===== src/rtl/evq_pkg.sv =====
package evq_pkg;

    // bus geometry
    localparam int MMR_ADDR_W = 8;
    localparam int MMR_DATA_W = 32;

    // event queue geometry
    localparam int EVENT_W    = 8;
    localparam int FIFO_DEPTH = 16;
    localparam int PTR_W      = $clog2(FIFO_DEPTH);
    localparam int LEVEL_W    = 5;     // holds 0..FIFO_DEPTH
    localparam int DROP_W     = 16;

    typedef logic [MMR_ADDR_W-1:0] addr_t;
    typedef logic [MMR_DATA_W-1:0] data_t;
    typedef logic [EVENT_W-1:0]    event_t;
    typedef logic [LEVEL_W-1:0]    level_t;
    typedef logic [DROP_W-1:0]     drop_t;

    // register map
    localparam addr_t REG_SR   = 8'h00;
    localparam addr_t REG_CR   = 8'h04;
    localparam addr_t REG_CR_S = 8'h08;   // set alias
    localparam addr_t REG_CR_C = 8'h0C;   // clear alias
    localparam addr_t REG_DATA = 8'h14;   // read pops one event
    localparam addr_t REG_DROP = 8'h18;   // any write clears

    // control register layout
    localparam int CR_W      = 2;
    localparam int CR_EN_BIT = 0;

    // status and data word layout
    localparam int SR_EMPTY_BIT   = 0;
    localparam int SR_FULL_BIT    = 1;
    localparam int SR_LEVEL_LSB   = 8;
    localparam int DATA_VALID_BIT = 31;

    typedef enum logic [1:0] {
        RD_IDLE,
        RD_FETCH,
        RD_WAIT,
        RD_RESP
    } rd_state_t;

endpackage


===== src/rtl/event_source.sv =====
`timescale 1ns/1ps

module event_source
    import evq_pkg::*;
(
    input  logic   aclk,
    input  logic   aresetn,

    input  logic   ev_strobe,
    input  event_t ev_code,

    input  logic   capture_en,
    input  logic   credit_return,
    input  logic   drop_clear,

    output logic   push,
    output event_t push_data,
    output drop_t  drop_count
);

    level_t credits;
    logic   has_credit;
    logic   admit;
    logic   drop;

    assign has_credit = (credits != '0);
    assign admit      = ev_strobe && capture_en && has_credit;
    assign drop       = ev_strobe && capture_en && !has_credit;

    // credit counter, one spent per admitted event
    always_ff @(posedge aclk) begin
        if (!aresetn) begin
            credits <= level_t'(FIFO_DEPTH);
        end else begin
            case ({admit, credit_return})
                2'b10:   credits <= credits - 1'b1;
                2'b01:   credits <= credits + 1'b1;
                default: credits <= credits;        // none or both
            endcase
        end
    end

    // admitted event goes out the next cycle
    always_ff @(posedge aclk) begin
        if (!aresetn) begin
            push <= 1'b0;
        end else begin
            push <= admit;
        end
    end

    always_ff @(posedge aclk) begin
        if (admit) begin
            push_data <= ev_code;
        end
    end

    // saturating drop counter
    always_ff @(posedge aclk) begin
        if (!aresetn) begin
            drop_count <= '0;
        end else if (drop_clear) begin
            drop_count <= '0;
        end else if (drop && !(&drop_count)) begin
            drop_count <= drop_count + 1'b1;
        end
    end

endmodule


===== src/rtl/event_buffer.sv =====
`timescale 1ns/1ps

module event_buffer
    import evq_pkg::*;
(
    input  logic   aclk,
    input  logic   aresetn,

    input  logic   push,
    input  event_t push_data,

    input  logic   pop,
    output event_t pop_data,

    output level_t level,
    output logic   empty,
    output logic   full,
    output logic   credit_return
);

    event_t            mem [FIFO_DEPTH];
    logic [PTR_W-1:0]  wr_ptr;
    logic [PTR_W-1:0]  rd_ptr;

    assign empty = (level == '0);
    assign full  = (level == level_t'(FIFO_DEPTH));

    // storage array, no reset
    always_ff @(posedge aclk) begin
        if (push) begin
            mem[wr_ptr] <= push_data;
        end
    end

    // registered read port
    always_ff @(posedge aclk) begin
        if (pop) begin
            pop_data <= mem[rd_ptr];
        end
    end

    // pointers wrap on power-of-two depth
    always_ff @(posedge aclk) begin
        if (!aresetn) begin
            wr_ptr <= '0;
            rd_ptr <= '0;
        end else begin
            if (push) begin
                wr_ptr <= wr_ptr + 1'b1;
            end
            if (pop) begin
                rd_ptr <= rd_ptr + 1'b1;
            end
        end
    end

    always_ff @(posedge aclk) begin
        if (!aresetn) begin
            level <= '0;
        end else begin
            case ({push, pop})
                2'b10:   level <= level + 1'b1;
                2'b01:   level <= level - 1'b1;
                default: level <= level;
            endcase
        end
    end

    // one credit back per popped entry, aligned with pop_data
    always_ff @(posedge aclk) begin
        if (!aresetn) begin
            credit_return <= 1'b0;
        end else begin
            credit_return <= pop;
        end
    end

endmodule


===== src/rtl/event_regs.sv =====
`timescale 1ns/1ps

module event_regs
    import evq_pkg::*;
(
    input  logic       aclk,
    input  logic       aresetn,

    // read address and data channels
    input  addr_t      araddr,
    input  logic       arvalid,
    output logic       arready,
    output logic       rvalid,
    input  logic       rready,
    output data_t      rdata,
    output logic [1:0] rresp,

    // write address, data and response channels
    input  addr_t      awaddr,
    input  logic       awvalid,
    output logic       awready,
    input  data_t      wdata,
    input  logic       wvalid,
    output logic       wready,
    output logic       bvalid,
    input  logic       bready,
    output logic [1:0] bresp,

    // buffer side
    input  event_t     pop_data,
    input  level_t     level,
    input  logic       empty,
    input  logic       full,
    output logic       pop,

    // source side
    input  drop_t      drop_count,
    output logic       capture_en,
    output logic       drop_clear
);

    rd_state_t         rd_state;
    addr_t             rd_addr;
    addr_t             wr_addr;
    data_t             wr_data;
    logic              aw_done;
    logic              w_done;
    logic [CR_W-1:0]   cr;
    data_t             sr_word;
    data_t             rd_word;

    assign rresp      = 2'b00;   // always OKAY
    assign bresp      = 2'b00;
    assign capture_en = cr[CR_EN_BIT];

    always_comb begin
        sr_word                                  = '0;
        sr_word[SR_EMPTY_BIT]                    = empty;
        sr_word[SR_FULL_BIT]                     = full;
        sr_word[SR_LEVEL_LSB +: LEVEL_W]         = level;
    end

    // read mux for everything except a DATA pop
    always_comb begin
        case (rd_addr)
            REG_SR:   rd_word = sr_word;
            REG_CR:   rd_word = data_t'(cr);
            REG_DROP: rd_word = data_t'(drop_count);
            default:  rd_word = '0;      // unmapped, or DATA on an empty queue
        endcase
    end

    // read channel FSM
    always_ff @(posedge aclk) begin
        if (!aresetn) begin
            rd_state <= RD_IDLE;
            arready  <= 1'b0;
            rvalid   <= 1'b0;
            pop      <= 1'b0;
        end else begin
            case (rd_state)
                RD_IDLE: begin
                    if (arvalid) begin
                        arready  <= 1'b1;
                        rd_state <= RD_FETCH;
                    end
                end
                RD_FETCH: begin
                    arready <= 1'b0;
                    if (rd_addr == REG_DATA && !empty) begin
                        pop      <= 1'b1;
                        rd_state <= RD_WAIT;
                    end else begin
                        rvalid   <= 1'b1;
                        rd_state <= RD_RESP;
                    end
                end
                RD_WAIT: begin
                    // pop high on first pass, pop_data valid on second
                    if (pop) begin
                        pop <= 1'b0;
                    end else begin
                        rvalid   <= 1'b1;
                        rd_state <= RD_RESP;
                    end
                end
                RD_RESP: begin
                    if (rready) begin
                        rvalid   <= 1'b0;
                        rd_state <= RD_IDLE;
                    end
                end
                default: rd_state <= RD_IDLE;
            endcase
        end
    end

    // read address and response data, payload only
    always_ff @(posedge aclk) begin
        if (rd_state == RD_IDLE && arvalid) begin
            rd_addr <= araddr;
        end
        if (rd_state == RD_FETCH && !(rd_addr == REG_DATA && !empty)) begin
            rdata <= rd_word;
        end else if (rd_state == RD_WAIT && !pop) begin
            rdata                 <= data_t'(pop_data);
            rdata[DATA_VALID_BIT] <= 1'b1;         // marks a real event
        end
    end

    // write channels, each ready pulses once per transaction
    always_ff @(posedge aclk) begin
        if (!aresetn) begin
            awready    <= 1'b0;
            wready     <= 1'b0;
            aw_done    <= 1'b0;
            w_done     <= 1'b0;
            bvalid     <= 1'b0;
            cr         <= '0;
            drop_clear <= 1'b0;
        end else begin
            awready    <= 1'b0;
            wready     <= 1'b0;
            drop_clear <= 1'b0;

            if (awvalid && !aw_done && !awready) begin
                awready <= 1'b1;
                aw_done <= 1'b1;
            end
            if (wvalid && !w_done && !wready) begin
                wready <= 1'b1;
                w_done <= 1'b1;
            end

            if (aw_done && w_done && !bvalid) begin
                bvalid <= 1'b1;
                case (wr_addr)
                    REG_CR:   cr         <= wr_data[CR_W-1:0];
                    REG_CR_S: cr         <= cr | wr_data[CR_W-1:0];
                    REG_CR_C: cr         <= cr & ~wr_data[CR_W-1:0];
                    REG_DROP: drop_clear <= 1'b1;
                    default:  ;                    // ignored
                endcase
            end

            if (bvalid && bready) begin
                bvalid  <= 1'b0;
                aw_done <= 1'b0;
                w_done  <= 1'b0;
            end
        end
    end

    // captured write address and data
    always_ff @(posedge aclk) begin
        if (awvalid && !aw_done && !awready) begin
            wr_addr <= awaddr;
        end
        if (wvalid && !w_done && !wready) begin
            wr_data <= wdata;
        end
    end

endmodule


===== src/rtl/event_capture_top.sv =====
`timescale 1ns/1ps

module event_capture_top
    import evq_pkg::*;
(
    input  logic       aclk,
    input  logic       aresetn,

    // event input
    input  logic       ev_strobe,
    input  event_t     ev_code,

    // AXI4-lite slave
    input  addr_t      araddr,
    input  logic       arvalid,
    output logic       arready,
    output logic       rvalid,
    input  logic       rready,
    output data_t      rdata,
    output logic [1:0] rresp,
    input  addr_t      awaddr,
    input  logic       awvalid,
    output logic       awready,
    input  data_t      wdata,
    input  logic       wvalid,
    output logic       wready,
    output logic       bvalid,
    input  logic       bready,
    output logic [1:0] bresp
);

    logic   push;
    event_t push_data;
    logic   credit_return;
    logic   pop;
    event_t pop_data;
    level_t level;
    logic   empty;
    logic   full;
    logic   capture_en;
    logic   drop_clear;
    drop_t  drop_count;

    event_source src0 (
        .aclk          (aclk),
        .aresetn       (aresetn),
        .ev_strobe     (ev_strobe),
        .ev_code       (ev_code),
        .capture_en    (capture_en),
        .credit_return (credit_return),
        .drop_clear    (drop_clear),
        .push          (push),
        .push_data     (push_data),
        .drop_count    (drop_count)
    );

    event_buffer buf0 (
        .aclk          (aclk),
        .aresetn       (aresetn),
        .push          (push),
        .push_data     (push_data),
        .pop           (pop),
        .pop_data      (pop_data),
        .level         (level),
        .empty         (empty),
        .full          (full),
        .credit_return (credit_return)
    );

    event_regs regs0 (
        .aclk       (aclk),
        .aresetn    (aresetn),
        .araddr     (araddr),
        .arvalid    (arvalid),
        .arready    (arready),
        .rvalid     (rvalid),
        .rready     (rready),
        .rdata      (rdata),
        .rresp      (rresp),
        .awaddr     (awaddr),
        .awvalid    (awvalid),
        .awready    (awready),
        .wdata      (wdata),
        .wvalid     (wvalid),
        .wready     (wready),
        .bvalid     (bvalid),
        .bready     (bready),
        .bresp      (bresp),
        .pop_data   (pop_data),
        .level      (level),
        .empty      (empty),
        .full       (full),
        .pop        (pop),
        .drop_count (drop_count),
        .capture_en (capture_en),
        .drop_clear (drop_clear)
    );

endmodule


===== config.mk =====
export PLATFORM = sky130hd
export DESIGN_NAME = event_capture_top
export DESIGN_NICKNAME = d
export VERILOG_FILES = /design/src/rtl/evq_pkg.sv /design/src/rtl/event_source.sv /design/src/rtl/event_buffer.sv /design/src/rtl/event_regs.sv /design/src/rtl/event_capture_top.sv
export SDC_FILE = /design/constraint.sdc
export NUM_CORES = 1
export LEC_CHECK = 0
export BUFFER_PORTS_ARGS = -buffer_cell sky130_fd_sc_hd__buf_4
export CAP_MARGIN = 10
export CORE_UTILIZATION = 58
export DETAILED_ROUTE_END_ITERATION = 10
export PLACE_DENSITY = 0.81
export SYNTH_ARGS = -nofsm -noshare
export SYNTH_HDL_FRONTEND = slang
export SYNTH_SLANG_ARGS = --single-unit

===== constraint.sdc =====
create_clock -name aclk -period 3 [get_ports aclk]
set_input_delay 0.6 -clock aclk [delete_from_list [all_inputs] [get_ports aclk]]
set_output_delay 0.6 -clock aclk [all_outputs]
set_load 0.05 [all_outputs]

==> results.yml <==
cts:
  cts_hold_buf: 0
  clockBufferDepth: 3
  cts-buffers-inserted: 22
  clk_pin_slew_ns: 0.06
  cts_resized: 0
  clock_sinks: 228
  cts_setup_buffers: 0
  cts_tree: "built"
  clk_latency_ns: 0.51
  cts_root_buf: "clkbuf_16"
  htreeDepth: 1
timing:
  setup_viol: 0
  setup_tns_ns: 0
  tightestPinTransition_ns: 0.6733
  final.period_utilization: 0.8082
  fin_crit_ns: 2.425
  skew_ns: 0.01385
  final_hold_viol_count: 0
  slew_viol_final: 0
  max_clock_freq_ghz: 0.4124
  rsz0062_at_grt: "false"
  slew_headroom: 0.5396
  setup_ws_ns: 0.5754
layout:
  multiInputGateArea_um2: 3037
  layout_common_cells: "179 x edfxtp_1, 61 x buf_4, 49 x dfxtp_1"
  area_growth_pct: 12.30
  utilization: 0.6765
  seqCellArea_um2: 6356
  nets: 765
  final_common_cell: "edfxtp_1"
  final.fill_count: 1026
  drive_gt1_frac: 0.1614
  post-route-cell-area_um2: 10860
  insertedDiodeCount: 0
place:
  dp_slack_ns: 0.4274
  numPortBuffers: 55
  placed_area_um2: 10180
  hpwl_um: 11210
  place.gp.congestion: 0.8269
pwr:
  vdd_drop_max_v: 0.0005573
  power_mw: 7.369
  power_density_nw_per_um2: 678.4
  leakage_nw: 3.742
synth:
  syn_area_per_cell_um2: 15.53
  synth_cell_types: 49
  synth-main-ff-cell: "edfxtp_1"
  yosysSeqAreaShare: 0.6571
  yosysWarnings: 0
  synthArstFlopShare: 0
  synth_cells: 623
  synthesis.area_um2: 9673
  ys_ff_latch: 228
  synth_edf_count: 179
drt:
  drtIter0Drc: 402
  viasPerCell: 5.752
  via_count: 5234
  wl_per_cell_um: 18.97
  antenna_left: 0
  drc: 0
  wl_um: 17260
  drt_first_pass_iters: 5
critical_path:
  end_kind: "flop"
  crit_type: "flop to flop"
  arrival_ns: 2.87
  path_max_fanout: 4
  cp.required_ns: 3.44
  crit_path_start_kind: "flop"
die:
  io_pins: 105
  rows: 46
  core_area_um2: 16060
  die-area_um2: 17200
  die_y_um: 131.1
  initial_core_util: 0.6024
  die_w_um: 131.1
run:
  drv_cap: 0
global_routing:
  grt.total_usage: 0.2071
  antenna_found_initial: 0
  grt_max_degree: 37
  grt_pass1_wl_um: 27390
  grt_pass1_vias: 5305
  gr-total-overflow: 0
run_status:
  status: "finished clean"
min_path:
  hp-class: "input pin to flop"
==> layout make-up <==
cell class	count	share of cell area
multi-input combinational	353	0.2795
sequential	228	0.5851
inverter	15	0.005183
timing repair buffer	61	0.04216
clock inverter	9	0.006565
tap	216	0.02488
clock buffer	28	0.05655
==> cell families after synthesis <==
family,share of synthesized area
xor gates and xnor gates,0.02445
muxes,0.1128
other,0.0003877
buffers and inverters,0.03596
adders and majority gates,0.02742
AOI/OAI and AO/OA,0.03311
DFF,0.6571
and+or+nand+nor,0.1088
==> stage by stage <==
stage | hold WS, ns | instances
2_1_floorplan | 0.4353 | 641
5_1_grt | 0.2525 | 910
6_report | 0.2687 | 910
3_3_place_gp | 0.4602 | 873
3_5_place_dp | 0.4800 | 873
4_1_cts | 0.2567 | 910
==> cells in the mapped netlist, drive strengths merged, types with 4 or more instances <==
library cell / n / share of area
a21o: 5 / 0.0039
a21oi: 13 / 0.0067
a22oi: 7 / 0.0054
and2: 35 / 0.023
and3: 7 / 0.0045
buf: 29 / 0.024
clkbuf: 16 / 0.0062
dfxtp: 49 / 0.10
edfxtp: 179 / 0.56
ha: 18 / 0.023
inv: 15 / 0.0058
mux2i: 7 / 0.0072
mux4: 40 / 0.11
nand2: 39 / 0.015
nand2b: 6 / 0.0039
nand3: 10 / 0.0052
nand3b: 4 / 0.0031
nand4: 7 / 0.0052
nor2: 33 / 0.013
nor2b: 12 / 0.0078
nor3: 9 / 0.0052
nor3b: 4 / 0.0031
nor4: 11 / 0.011
o21ai: 19 / 0.0098
xnor2: 22 / 0.020
xor2: 5 / 0.0045
==> state kept, by name, indices dropped and copies added (netlist names), 2 cells and up <==
signal	cells
src0.push_data	8
buf0.wr_ptr	4
regs0.wr_data	2
buf0.mem	128
regs0.rdata	17
buf0.level	5
buf0.rd_ptr	4
regs0.rd_state	2
src0.drop_count	16
regs0.cr	2
regs0.rd_addr	8
regs0.wr_addr	8
src0.credits	5
buf0.pop_data	8
==> layer usage <==
metal | part of all wire | routed length, um | vias up | GRT usage
li1 | - | - | 2433 | -
met4 | 0.027 | 468 | 0 | 0.07582
met5 | 0 | 0 | - | 0
met1 | 0.40 | 6978 | 2576 | 0.2516
met3 | 0.062 | 1076 | 43 | 0.04475
met2 | 0.51 | 8736 | 182 | 0.3632
==> critical path, stage by stage, from the launching register on <==
cell and delay [ns]:
dfxtp_1 0.44, nor3_2 0.09, a21oi_1 0.23, inv_1 0.08, ha_1 0.22, inv_1 0.15, ha_1 0.30, a21o_1 0.19
a21oi_1 0.16, xnor2_1 0.10, or3_1 0.32, nand3_1 0.09
==> power breakdown <==
part	internal [mW]	switching, mW	total [mW]
Combinational	0.285	0.773	1.06
Sequential	3.60	0.0732	3.67
Clock	1.53	1.11	2.64
==> path summary, 6_finish.rpt <==
path	slack [ns]	startpoint	depth (start not counted)	end
max reg2reg	0.58	src0.credits[0]	11	src0.credits[4]
min	0.27	ev_code[2]	1	src0.push_data[2]
max	0.58	src0.credits[0]	11	src0.credits[4]
min reg2reg	0.49	regs0.wr_data[0]	1	regs0.cr[0]
Power figures use the tool's default switching activity.
